--- src/verilog/raster_pkg.sv ---
package raster_pkg;

    localparam int FRAC_BITS = 16;             // Fraction bits of the Q16.16 format.

    typedef logic signed [31:0] fixed;        // Signed Q16.16 number.

    localparam fixed FIXED_MAX = 32'h7FFF_FFFF;
    localparam fixed FIXED_MIN = 32'h8000_0000;

    typedef struct packed {
        fixed x;
        fixed y;
    } position_t;

    typedef struct packed {
        position_t position;
    } vertex_t;

    typedef struct packed {
        vertex_t v0;
        vertex_t v1;
        vertex_t v2;
    } triangle_t;

    typedef struct packed {
        logic [15:0] id;                       // Triangle count since reset, wraps.
        logic        end_of_mesh;
    } triangle_metadata_t;

    typedef struct packed {
        triangle_t          triangle;
        triangle_metadata_t metadata;
    } triangle_item_t;

    typedef struct packed {
        triangle_t triangle;
        fixed      area_inv;
    } attributed_triangle_t;

    function automatic fixed add(fixed a, fixed b);
        return a + b;                          // Wraps at 32 bits.
    endfunction

    function automatic fixed sub(fixed a, fixed b);
        return a - b;
    endfunction

    function automatic fixed mul(fixed a, fixed b);
        logic signed [63:0] wide_a;
        logic signed [63:0] wide_b;
        logic signed [63:0] product;
        wide_a  = a;
        wide_b  = b;
        product = wide_a * wide_b;
        // Arithmetic shift floors toward minus infinity.
        return fixed'(product >>> FRAC_BITS);
    endfunction

    function automatic fixed itof(int value);
        return fixed'(value << FRAC_BITS);
    endfunction

    // Twice the signed area, positive for counter-clockwise order.
    function automatic fixed triangle_area(position_t p0, position_t p1, position_t p2);
        fixed term0;
        fixed term1;
        fixed term2;
        term0 = mul(sub(p1.y, p2.y), p0.x);
        term1 = mul(sub(p2.y, p0.y), p1.x);
        term2 = mul(sub(p0.y, p1.y), p2.x);
        return add(add(term0, term1), term2);
    endfunction

endpackage

--- src/verilog/triangle_assembler.sv ---
`timescale 1ns/1ps

module triangle_assembler import raster_pkg::*; (
    input  logic           clk,
    input  logic           rstn,

    input  logic           vertex_s_valid,
    output logic           vertex_s_ready,
    input  vertex_t        vertex_s_data,
    input  logic           vertex_s_last,

    input  logic           item_ready,
    output logic           item_valid,
    output triangle_item_t item_data
);

    logic [1:0]  slot;                         // Next vertex position, 0 to 2.
    logic [15:0] next_id;
    vertex_t     vertex0;
    vertex_t     vertex1;
    logic        vertex_fire;
    logic        third_vertex;

    // Input stalls only while a finished triangle is still waiting.
    assign vertex_s_ready = !item_valid || item_ready;
    assign vertex_fire    = vertex_s_valid && vertex_s_ready;
    assign third_vertex   = vertex_fire && (slot == 2'd2);

    always_ff @(posedge clk or negedge rstn) begin
        if (!rstn) begin
            slot       <= 2'd0;
            next_id    <= 16'd0;
            item_valid <= 1'b0;
        end else begin
            if (vertex_fire) begin
                slot <= (slot == 2'd2) ? 2'd0 : slot + 2'd1;
            end

            if (third_vertex) begin
                item_valid <= 1'b1;
                next_id    <= next_id + 16'd1;   // Wraps at 16 bits.
            end else if (item_ready) begin
                item_valid <= 1'b0;
            end
        end
    end

    // Vertex storage and the outgoing triangle.
    always_ff @(posedge clk) begin
        if (vertex_fire && slot == 2'd0) begin
            vertex0 <= vertex_s_data;
        end
        if (vertex_fire && slot == 2'd1) begin
            vertex1 <= vertex_s_data;
        end
        if (third_vertex) begin
            item_data.triangle.v0           <= vertex0;
            item_data.triangle.v1           <= vertex1;
            item_data.triangle.v2           <= vertex_s_data;
            item_data.metadata.id           <= next_id;
            item_data.metadata.end_of_mesh  <= vertex_s_last;  // Sampled with the third vertex only.
        end
    end

endmodule

--- config.mk ---
export PLATFORM = sky130hd
export DESIGN_NAME = triangle_assembler
export DESIGN_NICKNAME = d
export VERILOG_FILES = /design/src/verilog/raster_pkg.sv /design/src/verilog/triangle_assembler.sv
export SDC_FILE = /design/constraint.sdc
export NUM_CORES = 1
export LEC_CHECK = 0
export BUFFER_PORTS_ARGS = -buffer_cell sky130_fd_sc_hd__buf_2
export CORE_AREA = 2 2 121 240
export DETAILED_ROUTE_END_ITERATION = 10
export DIE_AREA = 0 0 123 242
export SYNTH_ARGS = -nofsm -noshare
export SYNTH_HDL_FRONTEND = slang
export SYNTH_SLANG_ARGS = --single-unit
export TNS_END_PERCENT = 10
--- constraint.sdc ---
create_clock -name clk -period 11.1 [get_ports clk]
set_clock_uncertainty 0.05 [all_clocks]
set_input_delay 1.11 -clock clk [delete_from_list [all_inputs] [get_ports clk]]
set_output_delay 1.11 -clock clk [all_outputs]
set_load 0.05 [all_outputs]
==> results.json, run 1 <==
{
  "whs_ns": 0.362,
  "syn_area_per_cell_um2": 26.7,
  "clockBufferDepth": 3,
  "vias": 5003,
  "endpoint_kind": "primary output",
  "worstPathMaxFanout": 7,
  "dieHeight_um": 242,
  "synth-seq-cells": 356,
  "mostFrequentLayoutCells": "edfxtp_1 (337), buf_2 (279), clkbuf_16 (29)",
  "syn-num-nets": 482,
  "worstSetupPathType": "in2out",
  "finalSetupViolCount": 0,
  "tightest_slew_ns": 1.46,
  "die_x_um": 123,
  "swShare_pct": 29.8,
  "p_seq_share_pct": 52.7,
  "grt_usage_pct": 13.6,
  "postCtsSetupBuffers": 0,
  "cp_cell_sequence": "buf_2 -> nor2b_4 -> inv_2 -> buf_2",
  "grt_start_max_net_pins": 217,
  "ctsHoldBuffers": 0,
  "overflow": 0,
  "core_area_um2": 28100,
  "ctsResizeCount": 0,
  "slew_violations": 0,
  "cp_common_cell": "buf_2",
  "p_comb_share_pct": 18.0,
  "p_int_w": 0.00243,
  "ys_seq_area_share_pct": 96.2,
  "hold_viol_final": 0,
  "insertion_delay_ns": 0.53,
  "relSlewSlack_pct": 2.69,
  "rsz0062_at_grt": "no",
  "synth_warnings": 0,
  "grt_pass1_wl_um": 30000,
  "synthCells": 412,
  "wl_um": 21000,
  "setup.worst_path.start_class": "input pin",
  "setup_ws_ns": 8.20,
  "drive_gt1_share_pct": 45.6,
  "initial_core_util_pct": 39.2,
  "leakage_nw": 5.05,
  "dr.pass1.iters": 4,
  "cts-root-buf": "clkbuf_16",
  "irDropWorstVdd_v": 0.000173,
  "max_stage_delay_ns": 0.24,
  "numCtsBuffers": 28,
  "grt_pass1_vias": 5032,
  "use_met2_pct": 26.5,
  "wl_per_cell_um": 19.1,
  "avgViaCountPerCell": 4.54,
  "min_period_ns": 2.90,
  "post-route-period-util_pct": 26.1,
  "die-area_um2": 29800,
  "drv_cap": 0,
  "cp.required_ns": 9.94,
  "ant_nets": 0,
  "drt_iter0_drc": 339,
  "syn2layout_area_growth_pct": 25.8,
  "dp_hpwl_um": 14200,
  "switching_power_w": 0.00103,
  "cts_num_sinks": 356,
  "syn_area_um2": 11000,
  "io_pins": 280,
  "antenna_found_initial": 2,
  "cts_tree": "done",
  "nNetsFinal": 794,
  "yosysUniqueCellTypes": 25,
  "global_route.usage.met3_pct": 2.57,
  "final_common_cell": "edfxtp_1",
  "htree_levels": 1,
  "num_antenna_cells": 0,
  "p_per_area_nw_per_um2": 250,
  "gr-max-usage-layer": "met2",
  "fmax_ghz": 0.345,
  "use_met1_pct": 13.5,
  "cp.arrival_ns": 1.74,
  "power_w": 0.00346,
  "rows": 87,
  "status": "completed",
  "crit_slowest_cell": "nor2b_4",
  "place_congestion": 0.782,
  "finalSetupTns_ns": 0,
  "path_clk_slew_ns": 0.07,
  "pre_cts_slack_ns": 8.02,
  "hp-class": "reg2reg",
  "clockPowerShare_pct": 29.3,
  "io_buffers": 279,
  "route.detailed.drc": 0
}
-- final cells by class --
cell class	instances	area (um^2)
sequential	356	10600
inverter	1	3.75
multi-input combinational	53	412
fill	2337	14200
clock buffer	31	733
tap	356	445
timing repair buffer	284	1450
clock inverter	20	219
-- registers in the layout, indices dropped and copies added (netlist names) --
register,count
item_data,209
item_valid,1
vertex0,64
next_id,16
vertex1,64
slot,2
-- power by group through the flow --
stage | clock network, W | logic (W) | registers (W)
6_report | 0.00101 | 0.000622 | 0.00183
4_1_cts | 0.00104 | 0.000633 | 0.00183
3_5_place_dp | 0 | 0.000632 | 0.00185
3_3_place_gp | 0 | 0.000626 | 0.00184
2_1_floorplan | 0 | 0.000109 | 0.00221
5_1_grt | 0.00109 | 0.000650 | 0.00184
-- routing by layer --
metal / part of all wire, % / vias to the layer above
met2: 58 / 168
li1: - / 2271
met1: 33 / 2521
met3: 5.5 / 39
met5: 0.16 / -
met4: 3.2 / 4
-- metrics by stage --
step,utilization (%),cells,area [um^2]
2_1_floorplan,-,412,11000
3_3_place_gp,45.9,1050,12900
3_5_place_dp,45.9,1050,12900
4_1_cts,49.3,1101,13900
5_1_grt,49.3,1101,13900
6_report,49.3,1101,13900
-- logic make-up (layout without fill, tap and decap cells) --
| kind of cell | Yosys count | count (layout) | synth area share [%] |
|---|---|---|---|
| flip-flops | 356 | 356 | 96.2 |
| adder cells (fa/ha/maj) | 1 | 1 | 0.114 |
| multiplexers | 1 | 1 | 0.102 |
| AND/OR/NAND/NOR | 34 | 34 | 2.10 |
| AO/OA/AOI/OAI | 2 | 2 | 0.136 |
| buffers and inverters | 3 | 336 | 0.182 |
| XOR/XNOR | 15 | 15 | 1.19 |
-- path summary, 6_finish.rpt --
path | start | to | slack, ns | depth (start not counted)
setup / recovery | item_ready | vertex_s_ready | 8.20 | 4
hold / removal | vertex0[52] | item_data[197] | 0.36 | 0
setup reg to reg | slot[0] | item_data[83] | 8.72 | 3
hold reg to reg | vertex0[52] | item_data[197] | 0.36 | 0
max in group asynchronous | rstn | next_id[0] | 10.24 | 1
min in group asynchronous | rstn | next_id[15] | 0.45 | 1
-- cell usage after synthesis, drive strengths merged --
cell	n	area share [%]
nand2	7	0.24
and4	1	0.080
nor4	3	0.36
xnor2	12	0.95
xor2	3	0.24
a21o	2	0.14
and3	2	0.11
nand2b	1	0.12
ha	1	0.11
mux2	1	0.10
nand4	5	0.28
buf	2	0.15
nor3b	2	0.24
edfxtp	337	92
dfrtp	19	4.3
nor2	2	0.068
nor3	2	0.091
or2	1	0.057
nand3	7	0.32
inv	1	0.034
nor2b	1	0.12
-- critical path: cells and delay by family --
kind | cells | cell delay [ns]
and+or+nand+nor | 1 | 0.24
buffers and inverters | 3 | 0.39
Power figures use the tool's default switching activity.
==> inputs of run 2 (changes only) <==
--- a/config.mk
+++ b/config.mk
@@ -5,10 +5,11 @@
 export SDC_FILE = /design/constraint.sdc
 export NUM_CORES = 1
 export LEC_CHECK = 0
+export ABC_AREA = 1
 export BUFFER_PORTS_ARGS = -buffer_cell sky130_fd_sc_hd__buf_2
-export CORE_AREA = 2 2 121 240
+export CORE_AREA = 2 2 122 242
 export DETAILED_ROUTE_END_ITERATION = 10
-export DIE_AREA = 0 0 123 242
+export DIE_AREA = 0 0 124 244
 export SYNTH_ARGS = -nofsm -noshare
 export SYNTH_HDL_FRONTEND = slang
 export SYNTH_SLANG_ARGS = --single-unit
==> constraint.sdc (replaced) <==
create_clock -name clk -period 2.57 [get_ports clk]
set_clock_uncertainty 0.05 [all_clocks]
set_input_delay 0.257 -clock clk [delete_from_list [all_inputs] [get_ports clk]]
set_output_delay 0.257 -clock clk [all_outputs]
set_load 0.05 [all_outputs]
==> run 2 against run 1 <==
Effect of this change: non-clock buffer count up 71; synthesized cell count up 13%; routed wire length up 7.3%; sequential power rose to 4.3 times the previous value; largest cell class unchanged; die area up 1.6%; clock-buffer cell count up 5; clock power rose to 4.3 times the previous value.
==> results.json, run 2 <==
{
  "syn2layout_area_growth_pct": 32.2,
  "power_w": 0.0148,
  "synth_warnings": 0,
  "hp-class": "in2reg",
  "synthSimpleGateAreaFrac_pct": 3.35,
  "initial_core_util_pct": 39.5,
  "worstSetupPathType": "reg2reg",
  "core_area_um2": 28300,
  "syn_area_um2": 11200,
  "final_common_cell": "edfxtp_1",
  "avgViaCountPerCell": 4.52,
  "vias": 5547,
  "insertion_delay_ns": 0.54,
  "irDropWorstVdd_v": 0.000524,
  "antenna_found_initial": 1,
  "top_register": "item_data",
  "yosys-top-cells-count": "edfxtp_1 (337), nand2_1 (42), dfrtp_1 (19)",
  "ctsResizeCount": 0,
  "syn-num-nets": 537,
  "synthCells": 467,
  "max_stage_delay_ns": 0.47,
  "r2r-end": "item_data[114]",
  "path_clk_slew_ns": 0.07,
  "synth_area_leaders": "edfxtp_1 (91%), dfrtp_1 (4.3%), nand2_1 (1.4%)",
  "syn_area_per_cell_um2": 23.9,
  "wl_um": 22600,
  "grt_pass1_vias": 5458,
  "tightest_slew_ns": 0.513,
  "cp_cell_sequence": "inv_2 -> nor2_2 -> nand3_2 -> inv_8 -> buf_4",
  "rsz0062_at_grt": "no",
  "mostFrequentLayoutCells": "edfxtp_1 (337), buf_2 (279), dlygate4sd3_1 (66)",
  "crit_slowest_cell": "dfrtp_1",
  "dp.cells": 1111,
  "nNetsFinal": 922,
  "synthDominantCellAreaShare_pct": 90.6,
  "largest_reg_flops": 209,
  "synth_compound_area_share_pct": 0.134,
  "synthMuxAreaShare_pct": 0,
  "utilization_pct": 52.2,
  "io_pins": 280,
  "synthArstFlopShare_pct": 5.34,
  "synth-seq-cells": 356,
  "drive_gt1_share_pct": 40.0,
  "synth_fa_ha_area_share_pct": 0.112,
  "whs_endpoint": "item_valid",
  "htree_levels": 1,
  "reg_top3": "item_data: 209 flops, vertex0: 64 flops, vertex1: 64 flops",
  "grt_pass1_wl_um": 32000,
  "fmax_ghz": 0.536,
  "die-area_um2": 30300,
  "cp.arrival_ns": 2.04,
  "numCtsBuffers": 29,
  "cp.required_ns": 2.74,
  "grt_usage_pct": 14.5,
  "overflow": 0,
  "drt_iter0_drc": 388,
  "ant_nets": 0,
  "ys_seq_area_share_pct": 94.8,
  "path_delay_family": "buffers and inverters",
  "leakage_nw": 5.57,
  "synth_enable_flop_cells": 337,
  "multi_input_area_um2": 532,
  "endpoint_kind": "flop",
  "ys.flop_type": "edfxtp_1",
  "placed_area_um2": 13200,
  "r2r-start": "slot[1]",
  "finalSetupViolCount": 0,
  "drv_cap": 0,
  "hold_viol_final": 0,
  "rows": 87,
  "grt_start_max_net_pins": 65,
  "clockBufferDepth": 3,
  "r2r_slack_ns": 0.70,
  "die_x_um": 124,
  "cts-root-buf": "clkbuf_16",
  "wl_per_cell_um": 18.4,
  "dp_hpwl_um": 15200,
  "yosysUniqueCellTypes": 23,
  "relSlewSlack_pct": 65.8,
  "dr.pass1.iters": 4,
  "fillers": 2279,
  "hold_start": "item_ready",
  "seq_area_um2": 10600,
  "post-route-period-util_pct": 72.6,
  "synthXorXnorAreaFrac_pct": 0.773,
  "status": "completed",
  "yosysMostFrequentCell": "edfxtp_1",
  "min_period_ns": 1.87,
  "worst-path-buf-inv": 3,
  "cts_num_sinks": 356,
  "route.detailed.drc": 0,
  "slew_violations": 0,
  "final-instance-count-excl-fill": 1228,
  "setup.worst_path.start_class": "flop",
  "finalSetupTns_ns": 0,
  "hold_depth": 4,
  "yosysTopAreaCell": "edfxtp_1",
  "cts_tree": "done",
  "dieHeight_um": 244,
  "worstPathMaxFanout": 55,
  "p_per_area_nw_per_um2": 1000,
  "final_area_um2": 14800,
  "synth_top_family_by_area": "simple AND/OR/NAND/NOR gates",
  "io_buffers": 279,
  "place_congestion": 0.803,
  "r2r_cells": 5
}
[run 2: logic make-up (layout without fill, tap and decap cells)]
kind of cell | count (synthesis) | after routing
adders and majority gates | 1 | 1
and+or+nand+nor | 77 | 77
xor gates and xnor gates | 9 | 9
DFF | 356 | 356
buffers and inverters | 22 | 426
other | 0 | 1
AOI/OAI and AO/OA | 2 | 2
[run 2: how the worst max path moves through the flow]
stage,slack [ns],cells after the start,endpoint,from
after floorplan,-0.27,3,vertex0[0],item_valid
after global placement,0.73,6,item_data[23],item_ready
after detailed placement,0.72,5,item_data[114],slot[1]
after CTS,0.68,5,item_data[114],slot[1]
after global routing,0.57,5,item_data[114],slot[1]
final,0.70,5,item_data[114],slot[1]
[run 2: repair_timing]
item	CTS	global route
setup buffers	0	0
endpoints found under the hold margin	212	0
hold buffers	66	0
[run 2: per-stage QoR]
stage	hold WS (ns)	setup WS, ns
after CTS	0.00678	0.682
after detailed placement	0.196	0.720
after floorplan	-0.0886	-0.273
final	0.0339	0.704
after global routing	0.0367	0.569
after global placement	0.186	0.735
[run 2: layout make-up]
cell class,count,area share (%)
Sequential cell,356,71.7
Timing Repair Buffer,355,14.8
Clock buffer,36,5.09
Multi-Input combinational cell,89,3.60
Tap cell,356,3.02
Clock inverter,14,1.19
Inverter,21,0.584
Antenna cell,1,0.0169
[run 2: worst register-to-register path: stages (launching register included)]
cell and delay (ns):
dfrtp_1 0.47, inv_2 0.07, nor2_2 0.10, nand3_2 0.13
inv_8 0.34, buf_4 0.40
[run 2: where the power goes]
group | switching, W | internal, W | leakage (nW)
clock network | 0.00185 | 0.00247 | 0.450
registers | 0.000260 | 0.00752 | 3.34
logic | 0.00218 | 0.000496 | 1.78
total | 0.00429 | 0.0105 | 5.57
[run 2: routing by layer]
layer / wire length, um / global-route usage, % / vias to the layer above / share of wire (%)
li1: - / - / 2555 / -
met1: 7490 / 14.6 / 2762 / 33
met2: 12900 / 27.6 / 182 / 57
met3: 1100 / 2.15 / 48 / 4.9
met4: 1090 / 7.63 / 0 / 4.8
met5: 0 / 0 / - / 0
