### src/verilog/triangle_fifo.sv
`timescale 1ns/1ps

module triangle_fifo #(
    parameter type payload_t = logic,
    parameter int  DEPTH     = 4
) (
    input  logic     clk,
    input  logic     rstn,

    input  logic     in_valid,
    output logic     in_ready,
    input  payload_t in_data,

    output logic     out_valid,
    input  logic     out_ready,
    output payload_t out_data
);

    localparam int PTR_W   = (DEPTH > 1) ? $clog2(DEPTH) : 1;
    localparam int COUNT_W = $clog2(DEPTH + 1);

    payload_t           mem [DEPTH];
    logic [PTR_W-1:0]   wr_ptr;
    logic [PTR_W-1:0]   rd_ptr;
    logic [COUNT_W-1:0] count;                 // Number of stored entries.
    logic               push;
    logic               pop;

    assign in_ready  = (count != COUNT_W'(DEPTH));
    assign out_valid = (count != '0);
    assign out_data  = mem[rd_ptr];

    assign push = in_valid && in_ready;
    assign pop  = out_valid && out_ready;

    always_ff @(posedge clk or negedge rstn) begin
        if (!rstn) begin
            wr_ptr <= '0;
            rd_ptr <= '0;
            count  <= '0;
        end else begin
            if (push) begin
                wr_ptr <= (wr_ptr == PTR_W'(DEPTH - 1)) ? '0 : wr_ptr + 1'b1;
            end
            if (pop) begin
                rd_ptr <= (rd_ptr == PTR_W'(DEPTH - 1)) ? '0 : rd_ptr + 1'b1;
            end

            // Simultaneous push and pop leave the count unchanged.
            if (push && !pop) begin
                count <= count + 1'b1;
            end else if (pop && !push) begin
                count <= count - 1'b1;
            end
        end
    end

    always_ff @(posedge clk) begin
        if (push) begin
            mem[wr_ptr] <= in_data;
        end
    end

endmodule

### config.mk
export PLATFORM = sky130hd
export DESIGN_NAME = triangle_fifo
export DESIGN_NICKNAME = d
export VERILOG_FILES = /design/src/verilog/triangle_fifo.sv
export SDC_FILE = /design/constraint.sdc
export NUM_CORES = 1
export LEC_CHECK = 0
export BUFFER_PORTS_ARGS = -buffer_cell sky130_fd_sc_hd__buf_2
export CORE_AREA = 2 2 39 41
export CTS_BUF_LIST = sky130_fd_sc_hd__clkbuf_2 sky130_fd_sc_hd__clkbuf_4 sky130_fd_sc_hd__clkbuf_8
export DETAILED_ROUTE_END_ITERATION = 6
export DIE_AREA = 0 0 41 43
export HOLD_SLACK_MARGIN = 0.05
export PLACE_DENSITY_LB_ADDON = 0.3
export SLEW_MARGIN = 20
export SYNTH_ARGS = -nofsm -noshare
export SYNTH_HDL_FRONTEND = slang
export SYNTH_SLANG_ARGS = --single-unit
### constraint.sdc
create_clock -name clk -period 2.8 [get_ports clk]
set_clock_uncertainty 0.05 [all_clocks]
set_input_delay 0.14 -clock clk [delete_from_list [all_inputs] [get_ports clk]]
set_output_delay 0.14 -clock clk [all_outputs]
set_load 0.01 [all_outputs]
==> results.ini, run 1 <==
[timing]
finalCritPeriodShare_pct=74.2
tightest_slew_ns=0.297
tns_ns=0
grt_setup_unrepaired=false
max_freq_mhz=481
hold_violations=0
slew_headroom_pct=80.1
setup_violations=0
finalMaxSlewViolations=0
min_period_ns=2.08

[synth]
ys.flop_type=dfrtp_1
syn_nets=54
yosysWarningCount=0
postSynthAreaPerCell_um2=14.1
synth.top_cell.area_share_pct=29.6
ys_top_cells_by_count=7 x dfrtp_1, 6 x ha_1, 4 x and2_1, 4 x edfxtp_1, 4 x nor2_1
yosysMostFrequentCell=dfrtp_1
yosys-top-cells-area=dfrtp_1 30%, edfxtp_1 20%, ha_1 13%
ys_async_sr_fraction_pct=63.6
synth-edff-count=4
yosys.cell_types.count=16
synthCells=42
ys_seq_elements=11
synth_top_area_cell=dfrtp_1
yosysSeqAreaShare_pct=49.9
netlist_area_um2=592

[pwr]
clkPwrFrac_pct=16.1
switching_share_pct=33.8
combPwrFrac_pct=41.8
irDropWorstVdd_uv=496
leakagePower_nw=0.317
power_switching_w=0.000244
power_density_nw_per_um2=1040
p_int_w=0.000478
seqPwrFrac_pct=42.1

[place]
portBuffers=7
place_area_um2=647
place.gp.congestion=0.783

[routing]
vias=322
first_pass_iters=1
wire_per_inst_um=10.6
drcViolationCount=0
viasPerCell=4.54
detail-route-antenna-nets=0
totalWireLength_um=753
drt_iter0_markers=0

[final_layout]
antenna_cells=0
stdcell_area_um2=697
layout-drive-gt1-share_pct=36.4
area_growth_syn_to_layout_pct=17.8
fin_nets=68

[grt]
grt_pass1_vias=305
grt.overflow.total=0
antenna_found_initial=0
grt_pass1_wl_mm=1.27
grt_max_degree=8
grt_use_total_pct=11.9

[worst_setup_path]
worstSetupEndpointType=flip-flop
critPathKind=flip-flop to flip-flop
worst_path_most_repeated_cell=xor2_1
critical_path.top_delay_family=simple AND/OR/NAND/NOR gates
reg2regPathDepth=8
r2r_setup_slack_ns=0.72
critPathMaxFanout=4
max_stage_delay_ns=0.43
cp.depth=8
cp.arrival_ns=2.21
crit_slowest_cell=dfrtp_1
cp-start-kind=flip-flop
cp.required_ns=2.94
critical_path_buf_inv_count=1
cp_cell_sequence=or3_4 -> nand2_4 -> ha_1 -> inv_1 -> fa_1 -> xor2_1 -> nor2_1 -> xor2_1

[die]
ios=8
die_h_um=43
num_rows=14
coreArea_um2=1380
fp.dieArea_um2=1760
die_w_um=41
initial_utilization_pct=42.8

[clocking]
tritoncts=yes
cts.clk_slew.worst_paths_ns=0.07
cts_buffers=3
post-cts-setup-buffers=0
clockBufferDepth=2
clkSinkCount=11
ctsHtreeMaxLevel=1
ctsResizeCount=0
cts_root_buf=clkbuf_4
clk_latency_ns=0.26
holdBufCountCts=2

[flow_run]
max_cap_viol_count=0

[hold_path]
min_path_type=input pin to async pin

[run_status]
status=finished clean

-- cell type report --
class,count,area [µm²]
clock buffers,4,30.0
fillers,125,687
inverters,3,11.3
multi-input cells,28,285
flip-flops and latches,11,295
well taps,16,20.0
repair buffers,9,55.1
-- final timing paths --
kind,start,endpoint
worst max-delay path,count[0],count[2]
worst min-delay path,rstn,rd_ptr[0]
worst max register to register,count[0],count[2]
worst min register to register,count[2],count[2]
max in group asynchronous,rstn,count[0]
min in group clk,out_ready,rd_ptr[0]
-- power groups by stage --
stage	Clock, W	Combinational, W	Sequential, W
after detailed placement	0	0.000303	0.000308
after floorplan	0	0.000246	0.000292
after CTS	0.000122	0.000309	0.000305
final	0.000116	0.000302	0.000304
after global routing	0.000133	0.000337	0.000317
after global placement	0	0.000299	0.000304
-- state kept, by name, summed over array words and instances, names as in the netlist --
| name | count |
|---|---|
| wr_ptr | 2 |
| mem | 4 |
| count | 3 |
| rd_ptr | 2 |
-- per-stage QoR --
step / hold WS (ns) / cells / worst slack (ns) / total power (W) / util [%]
after CTS: 0.165 / 71 / 0.705 / 0.000736 / 50.4
after floorplan: -0.206 / 42 / 0.791 / 0.000538 / -
after global routing: 0.150 / 71 / 0.601 / 0.000787 / 50.4
after detailed placement: -0.0662 / 65 / 0.729 / 0.000611 / 46.7
after global placement: -0.0649 / 65 / 0.721 / 0.000603 / 46.7
final: 0.171 / 71 / 0.723 / 0.000722 / 50.4
-- routing by layer --
metal,global-route usage (%),wire [µm]
met3,9.42,51
met5,0,0
met2,15.0,346
met4,6.00,12
met1,14.0,342
-- kinds of logic (layout without fill, tap and decap cells) --
logic type / Yosys count / in the layout / synth area share [%]
DFF: 11 / 11 / 49.9
and+or+nand+nor: 11 / 11 / 11.2
adders and majority gates: 7 / 7 / 16.1
muxes: 6 / 6 / 14.6
xor gates and xnor gates: 3 / 3 / 4.44
buffers and inverters: 3 / 16 / 1.90
AOI/OAI and AO/OA: 1 / 1 / 1.90
-- placed cells by master, fill, tap and decap left out --
| cell type | n |
|---|---|
| dfrtp_1 | 7 |
| buf_2 | 7 |
| ha_1 | 6 |
| nor2_1 | 4 |
| and2_1 | 4 |
| clkbuf_4 | 4 |
| edfxtp_1 | 4 |
| inv_1 | 3 |
| mux2_2 | 3 |
| mux2_4 | 2 |
| xor2_1 | 2 |
| dlygate4sd3_1 | 2 |
| a21boi_2 | 1 |
| or3_4 | 1 |
| nand2_4 | 1 |
| nand2_1 | 1 |
| mux4_2 | 1 |
| xnor2_1 | 1 |
| fa_1 | 1 |
Note: power is estimated with default switching activity, not from simulation.
==> run 2: changes to the inputs <==
==> constraint.sdc (replaced) <==
create_clock -name clk -period 2 [get_ports clk]
set_clock_uncertainty 0.05 [all_clocks]
set_input_delay 0.1 -clock clk [delete_from_list [all_inputs] [get_ports clk]]
set_output_delay 0.1 -clock clk [all_outputs]
set_load 0.01 [all_outputs]
==> results.ini, run 2 (synthesis gave the netlist of run 1 again) <==
[die]
fp.dieArea_um2=1760  ; unchanged
die_h_um=43  ; unchanged
die_w_um=41  ; unchanged
coreArea_um2=1380  ; unchanged
num_rows=14  ; unchanged
initial_utilization_pct=42.8  ; unchanged
ios=8  ; unchanged

[timing]
setup_violations=0  ; unchanged
grt_setup_unrepaired=false  ; unchanged
tns_ns=0  ; unchanged
worst_slack_ns=0.109  ; was 0.723 ns
hold_violations=0  ; unchanged
finalMaxSlewViolations=0  ; unchanged
max_freq_mhz=529  ; was 481 MHz
min_period_ns=1.89  ; was 2.08 ns
finalCritPeriodShare_pct=94.6  ; was 74.2%
tightest_slew_ns=0.201  ; was 0.297 ns
slew_headroom_pct=86.5  ; was 80.1%

[final_layout]
area_growth_syn_to_layout_pct=26.6  ; was 17.8%
final_cell_mix=7 x dfrtp_1, 7 x buf_2, 5 x ha_1, 5 x buf_4  ; was 7 x dfrtp_1, 7 x buf_2, 6 x ha_1
top_register=mem  ; unchanged
stdcell_area_um2=749  ; was 697 µm²
layout-drive-gt1-share_pct=45.0  ; was 36.4%
largest_reg_flops=4  ; unchanged
top_regs=mem x4, count x3  ; unchanged
antenna_cells=0  ; unchanged
fin_nets=73  ; was 68

[worst_setup_path]
reg2regPathDepth=8  ; unchanged
worstSetupEndpointType=flip-flop  ; unchanged
cp-start-kind=flip-flop  ; unchanged
timing.rr.start=count[2]  ; was count[0]
r2r_setup_slack_ns=0.11  ; was 0.72 ns
rr_endpoint=count[2]  ; unchanged
cp_cell_sequence=or3_4 -> nand2_4 -> ha_4 -> inv_1 -> fa_2 -> xor2_1 -> nor2_1 -> xor2_1  ; was or3_4 -> nand2_4 -> ha_1 -> inv_1 -> fa_1 -> xor2_1 -> nor2_1 -> xor2_1
max_stage_delay_ns=0.40  ; was 0.43 ns
worst_path_most_repeated_cell=xor2_1  ; unchanged
crit_slowest_cell=or3_4  ; was dfrtp_1
critical_path_buf_inv_count=1  ; unchanged
critPathKind=flip-flop to flip-flop  ; unchanged
cp.arrival_ns=2.02  ; was 2.21 ns
critPathMaxFanout=2  ; was 4
cp.required_ns=2.13  ; was 2.94 ns
critical_path.top_delay_family=simple AND/OR/NAND/NOR gates  ; unchanged

[place]
portBuffers=7  ; unchanged
dp_hpwl_um=626
place.gp.congestion=0.726  ; was 0.783
place_area_um2=689  ; was 647 µm²
post-place-ws_ns=0.0718  ; was 0.729 ns

[grt]
grt.overflow.total=0  ; unchanged
grt_pass1_vias=335  ; was 305
grt_max_degree=8  ; unchanged
grt_pass1_wl_mm=1.25  ; was 1.27 mm
grt_use_total_pct=11.0  ; was 11.9%
antenna_found_initial=0  ; unchanged

[pwr]
leakagePower_nw=0.340  ; was 0.317 nW
irDropWorstVdd_uv=639  ; was 496 µV
power_density_nw_per_um2=1450  ; was 1040 nW/µm²

[clocking]
cts_root_buf=clkbuf_4  ; unchanged
clkSinkCount=11  ; unchanged
cts.clk_slew.worst_paths_ns=0.07  ; about the same
cts_buffers=3  ; unchanged
ctsHtreeMaxLevel=1  ; unchanged
clockBufferDepth=2  ; unchanged
clk_latency_ns=0.26  ; about the same
tritoncts=yes  ; unchanged

[routing]
viasPerCell=4.68  ; was 4.54
wire_per_inst_um=10.5  ; was 10.6 µm
drcViolationCount=0  ; unchanged
first_pass_iters=1  ; unchanged
drt_iter0_markers=0  ; unchanged
vias=356  ; was 322
totalWireLength_um=797  ; was 753 µm
detail-route-antenna-nets=0  ; unchanged

[run_status]
status=finished clean  ; unchanged

[hold_path]
min_path_type=input pin to async pin  ; unchanged

[flow_run]
max_cap_viol_count=0  ; unchanged

run 2: repair_timing:
action                                 4_1_cts  5_1_grt
setup endpoints to repair                    0        1
endpoints found under the hold margin       11        0
hold buffers                                 2        0
gates resized for setup                      0        1
setup buffers                                0        1
run 2: per-layer routing:
layer,vias to the layer above,global-route usage (%),wire (µm),share of wire (%)
met5,-,0,0,0
met4,0,8.00,12,1.5
met3,2,3.14,23,2.9
met2,3,15.6,411,52
met1,170,13.6,349,44
li1,181,-,-,-
run 2: final cells by class:
cell class,count,area [µm²]
fillers,111,634
flip-flops and latches,11,295
inverters,3,11.3
repair buffers,14,92.6
clock buffers,4,30.0
multi-input cells,28,300
well taps,16,20.0
run 2: through the flow:
step / std cells / hold WS [ns] / total power, W / utilization (%)
global placement: 69 / -0.106 / 0.000901 / 49.8
CTS: 75 / 0.148 / 0.00108 / 53.4
global route: 76 / 0.175 / 0.00118 / 54.2
floorplan: 42 / -0.246 / 0.000767 / -
detailed placement: 69 / -0.106 / 0.000916 / 49.8
finish: 76 / 0.151 / 0.00108 / 54.2
run 2: report_power, final:
group	switching, W	leakage (nW)	internal, W
Combinational	0.000217	0.203	0.000308
Sequential	0.0000692	0.119	0.000331
Clock	0.0000678	0.0184	0.0000905
Total	0.000354	0.340	0.000729
run 2: worst register-to-register path, cell delays in order, from the launching register on:
cell     delay, ns
dfrtp_1       0.38
or3_4         0.40
nand2_4       0.08
ha_4          0.13
inv_1         0.05
fa_2          0.33
xor2_1        0.15
nor2_1        0.11
xor2_1        0.15
run 2: worst max-delay path by stage:
| stage | start | depth (start not counted) | to | slack [ns] |
|---|---|---|---|---|
| after floorplan | count[2] | 8 | count[2] | 0.02 |
| after global placement | count[1] | 8 | count[2] | 0.07 |
| after detailed placement | count[2] | 8 | count[2] | 0.07 |
| after CTS | count[2] | 8 | count[2] | 0.04 |
| after global routing | count[0] | 7 | count[1] | 0.03 |
| final | count[2] | 8 | count[2] | 0.11 |
==> run 3: changes to the inputs <==
--- a/config.mk
+++ b/config.mk
@@ -6,13 +6,15 @@
 export NUM_CORES = 1
 export LEC_CHECK = 0
 export BUFFER_PORTS_ARGS = -buffer_cell sky130_fd_sc_hd__buf_2
-export CORE_AREA = 2 2 39 41
+export CORE_AREA = 3 3 40 42
 export CTS_BUF_LIST = sky130_fd_sc_hd__clkbuf_2 sky130_fd_sc_hd__clkbuf_4 sky130_fd_sc_hd__clkbuf_8
 export DETAILED_ROUTE_END_ITERATION = 6
-export DIE_AREA = 0 0 41 43
+export DIE_AREA = 0 0 43 45
 export HOLD_SLACK_MARGIN = 0.05
+export MAX_ROUTING_LAYER = met4
 export PLACE_DENSITY_LB_ADDON = 0.3
 export SLEW_MARGIN = 20
 export SYNTH_ARGS = -nofsm -noshare
 export SYNTH_HDL_FRONTEND = slang
 export SYNTH_SLANG_ARGS = --single-unit
+export TNS_END_PERCENT = 5
==> results.ini, run 3 (synthesis gave the netlist of run 1 again) <==
[final_layout]
final_core_util_pct=57.4  ; was 54.2%
top_regs=mem x4, count x3  ; unchanged
final_cell_mix=7 x dfrtp_1, 7 x buf_2, 5 x ha_1  ; was 7 x dfrtp_1, 7 x buf_2, 5 x ha_1, 5 x buf_4
antenna_cells=0  ; unchanged
top_register=mem  ; unchanged
fin_nets=72  ; was 73
stdcell_area_um2=738  ; was 749 µm²
layout-drive-gt1-share_pct=42.4  ; was 45.0%
largest_reg_flops=4  ; unchanged
area_growth_syn_to_layout_pct=24.7  ; was 26.6%
nFillCells=115  ; was 111

[grt]
grt_pass1_vias=356  ; was 335
grt_pass1_wl_mm=1.40  ; was 1.25 mm
antenna_found_initial=0  ; unchanged
grt_max_degree=8  ; unchanged
grt_use_total_pct=10.6  ; was 11.0%
grt.overflow.total=0  ; unchanged

[worst_setup_path]
critPathMaxFanout=2  ; unchanged
critPathKind=flip-flop to flip-flop  ; unchanged
cp_cell_sequence=or3_4 -> nand2_4 -> ha_4 -> inv_1 -> fa_1 -> xor2_1 -> nor2_1 -> xor2_1  ; was or3_4 -> nand2_4 -> ha_4 -> inv_1 -> fa_2 -> xor2_1 -> nor2_1 -> xor2_1
cp.arrival_ns=2.07  ; was 2.02 ns
cp.required_ns=2.14  ; was 2.13 ns
cp-start-kind=flip-flop  ; unchanged
worstSetupEndpointType=flip-flop  ; unchanged
critical_path.top_delay_family=simple AND/OR/NAND/NOR gates  ; unchanged
max_stage_delay_ns=0.40  ; about the same
crit_slowest_cell=or3_4  ; unchanged
worst_path_most_repeated_cell=xor2_1  ; unchanged
critical_path_buf_inv_count=1  ; unchanged

[timing]
finalCritPeriodShare_pct=96.5  ; was 94.6%
tightest_slew_ns=0.187  ; was 0.201 ns
min_period_ns=1.93  ; was 1.89 ns
grt_setup_unrepaired=false  ; unchanged
finalMaxSlewViolations=0  ; unchanged
hold_violations=0  ; unchanged
slew_headroom_pct=87.5  ; was 86.5%
setup_violations=0  ; unchanged
tns_ns=0  ; unchanged
max_freq_mhz=518  ; was 529 MHz

[clocking]
cts.clk_slew.worst_paths_ns=0.07  ; about the same
clk_latency_ns=0.26  ; about the same
clkSinkCount=11  ; unchanged
post-cts-setup-buffers=0  ; unchanged
cts_root_buf=clkbuf_4  ; unchanged
cts_buffers=3  ; unchanged
ctsHtreeMaxLevel=1  ; unchanged
ctsResizeCount=0  ; unchanged
tritoncts=yes  ; unchanged
clockBufferDepth=2  ; unchanged

[routing]
totalWireLength_um=732  ; was 797 µm
met1_length_um=331  ; was 349 µm
viasPerCell=4.72  ; was 4.68
first_pass_iters=2  ; was 1
drt_iter0_markers=2  ; was 0
detail-route-antenna-nets=0  ; unchanged
top_layer=met3  ; was met4
route.met3.wl_um=35  ; was 23 µm
vias=349  ; was 356
wire_per_inst_um=9.89  ; was 10.5 µm
route.met2.wl_um=366  ; was 411 µm
drcViolationCount=0  ; unchanged

[place]
dp_hpwl_um=593  ; was 626 µm
place_area_um2=688  ; was 689 µm²
place.gp.congestion=0.722  ; was 0.726
portBuffers=7  ; unchanged

[hold_path]
min_path_type=input pin to async pin  ; unchanged

[die]
fp.dieArea_um2=1940  ; was 1760 µm²
die_h_um=45  ; was 43 µm
ios=8  ; unchanged
num_rows=13  ; was 14
initial_utilization_pct=46.1  ; was 42.8%
coreArea_um2=1280  ; was 1380 µm²
die_w_um=43  ; was 41 µm

[pwr]
irDropWorstVdd_uv=744  ; was 639 µV
power_density_nw_per_um2=1430  ; was 1450 nW/µm²
leakagePower_nw=0.336  ; was 0.340 nW

[run_status]
status=finished clean  ; unchanged

[flow_run]
max_cap_viol_count=0  ; unchanged

[run 3: changes by cell type in the layout (fill, tap and decap cells not counted)]
| cell | previous run | this run |
|---|---|---|
| fa_2 | 1 | 0 |
| fa_1 | 0 | 1 |
| buf_4 | 5 | 4 |
[run 3: power by group]
part,switching (W),leakage [nW],internal (W),total (W)
clock,0.0000696,0.0184,0.0000907,0.000160
sequential,0.0000719,0.119,0.000331,0.000403
combinational,0.000202,0.198,0.000294,0.000496
total,0.000343,0.336,0.000716,0.00106
[run 3: metrics by stage]
stage	cells	total power [W]	hold slack, ns	setup slack, ns
floorplan	42	0.000767	-0.246	0.0229
global placement	68	0.000902	-0.105	0.0971
detailed placement	68	0.000911	-0.106	0.0690
CTS	74	0.00108	0.139	0.0482
global route	74	0.00117	0.149	0.0114
finish	74	0.00106	0.145	0.0705
[run 3: repair_timing]
item                                   4_1_cts  5_1_grt
endpoints found under the hold margin       11        0
setup endpoints to repair                    0        1
hold buffers                                 2        0
[run 3: worst reg2reg max path: stages (launching register included)]
cell and delay [ns]:
dfrtp_1 0.38, or3_4 0.40, nand2_4 0.08, ha_4 0.13, inv_1 0.04, fa_1 0.37
xor2_1 0.15, nor2_1 0.11, xor2_1 0.15
[run 3: area by class of cell]
class                           instances  area [µm²]  area share (%)
Inverter                                3        11.3            1.53
Timing Repair Buffer                   13        85.1            11.5
Multi-Input combinational cell         28         298            40.3
Sequential cell                        11         295            40.0
Tap cell                               15        18.8            2.54
Clock buffer                            4        30.0            4.07
[run 3: final timing paths]
kind	depth (start not counted)	slack [ns]	to	from
min	2	0.15	rd_ptr[1]	rstn
min in group clk	4	0.21	count[0]	out_ready
min reg2reg	1	0.50	rd_ptr[1]	rd_ptr[1]
max	8	0.07	count[2]	count[2]
max reg2reg	8	0.07	count[2]	count[2]
max in group asynchronous	2	1.60	wr_ptr[1]	rstn
[run 3: layer usage]
metal / vias to the layer above / GRT usage, %
met2: 5 / 16.2
met3: 0 / 5.98
met1: 170 / 11.0
met4: 0 / 5.42
met5: - / -
li1: 174 / -
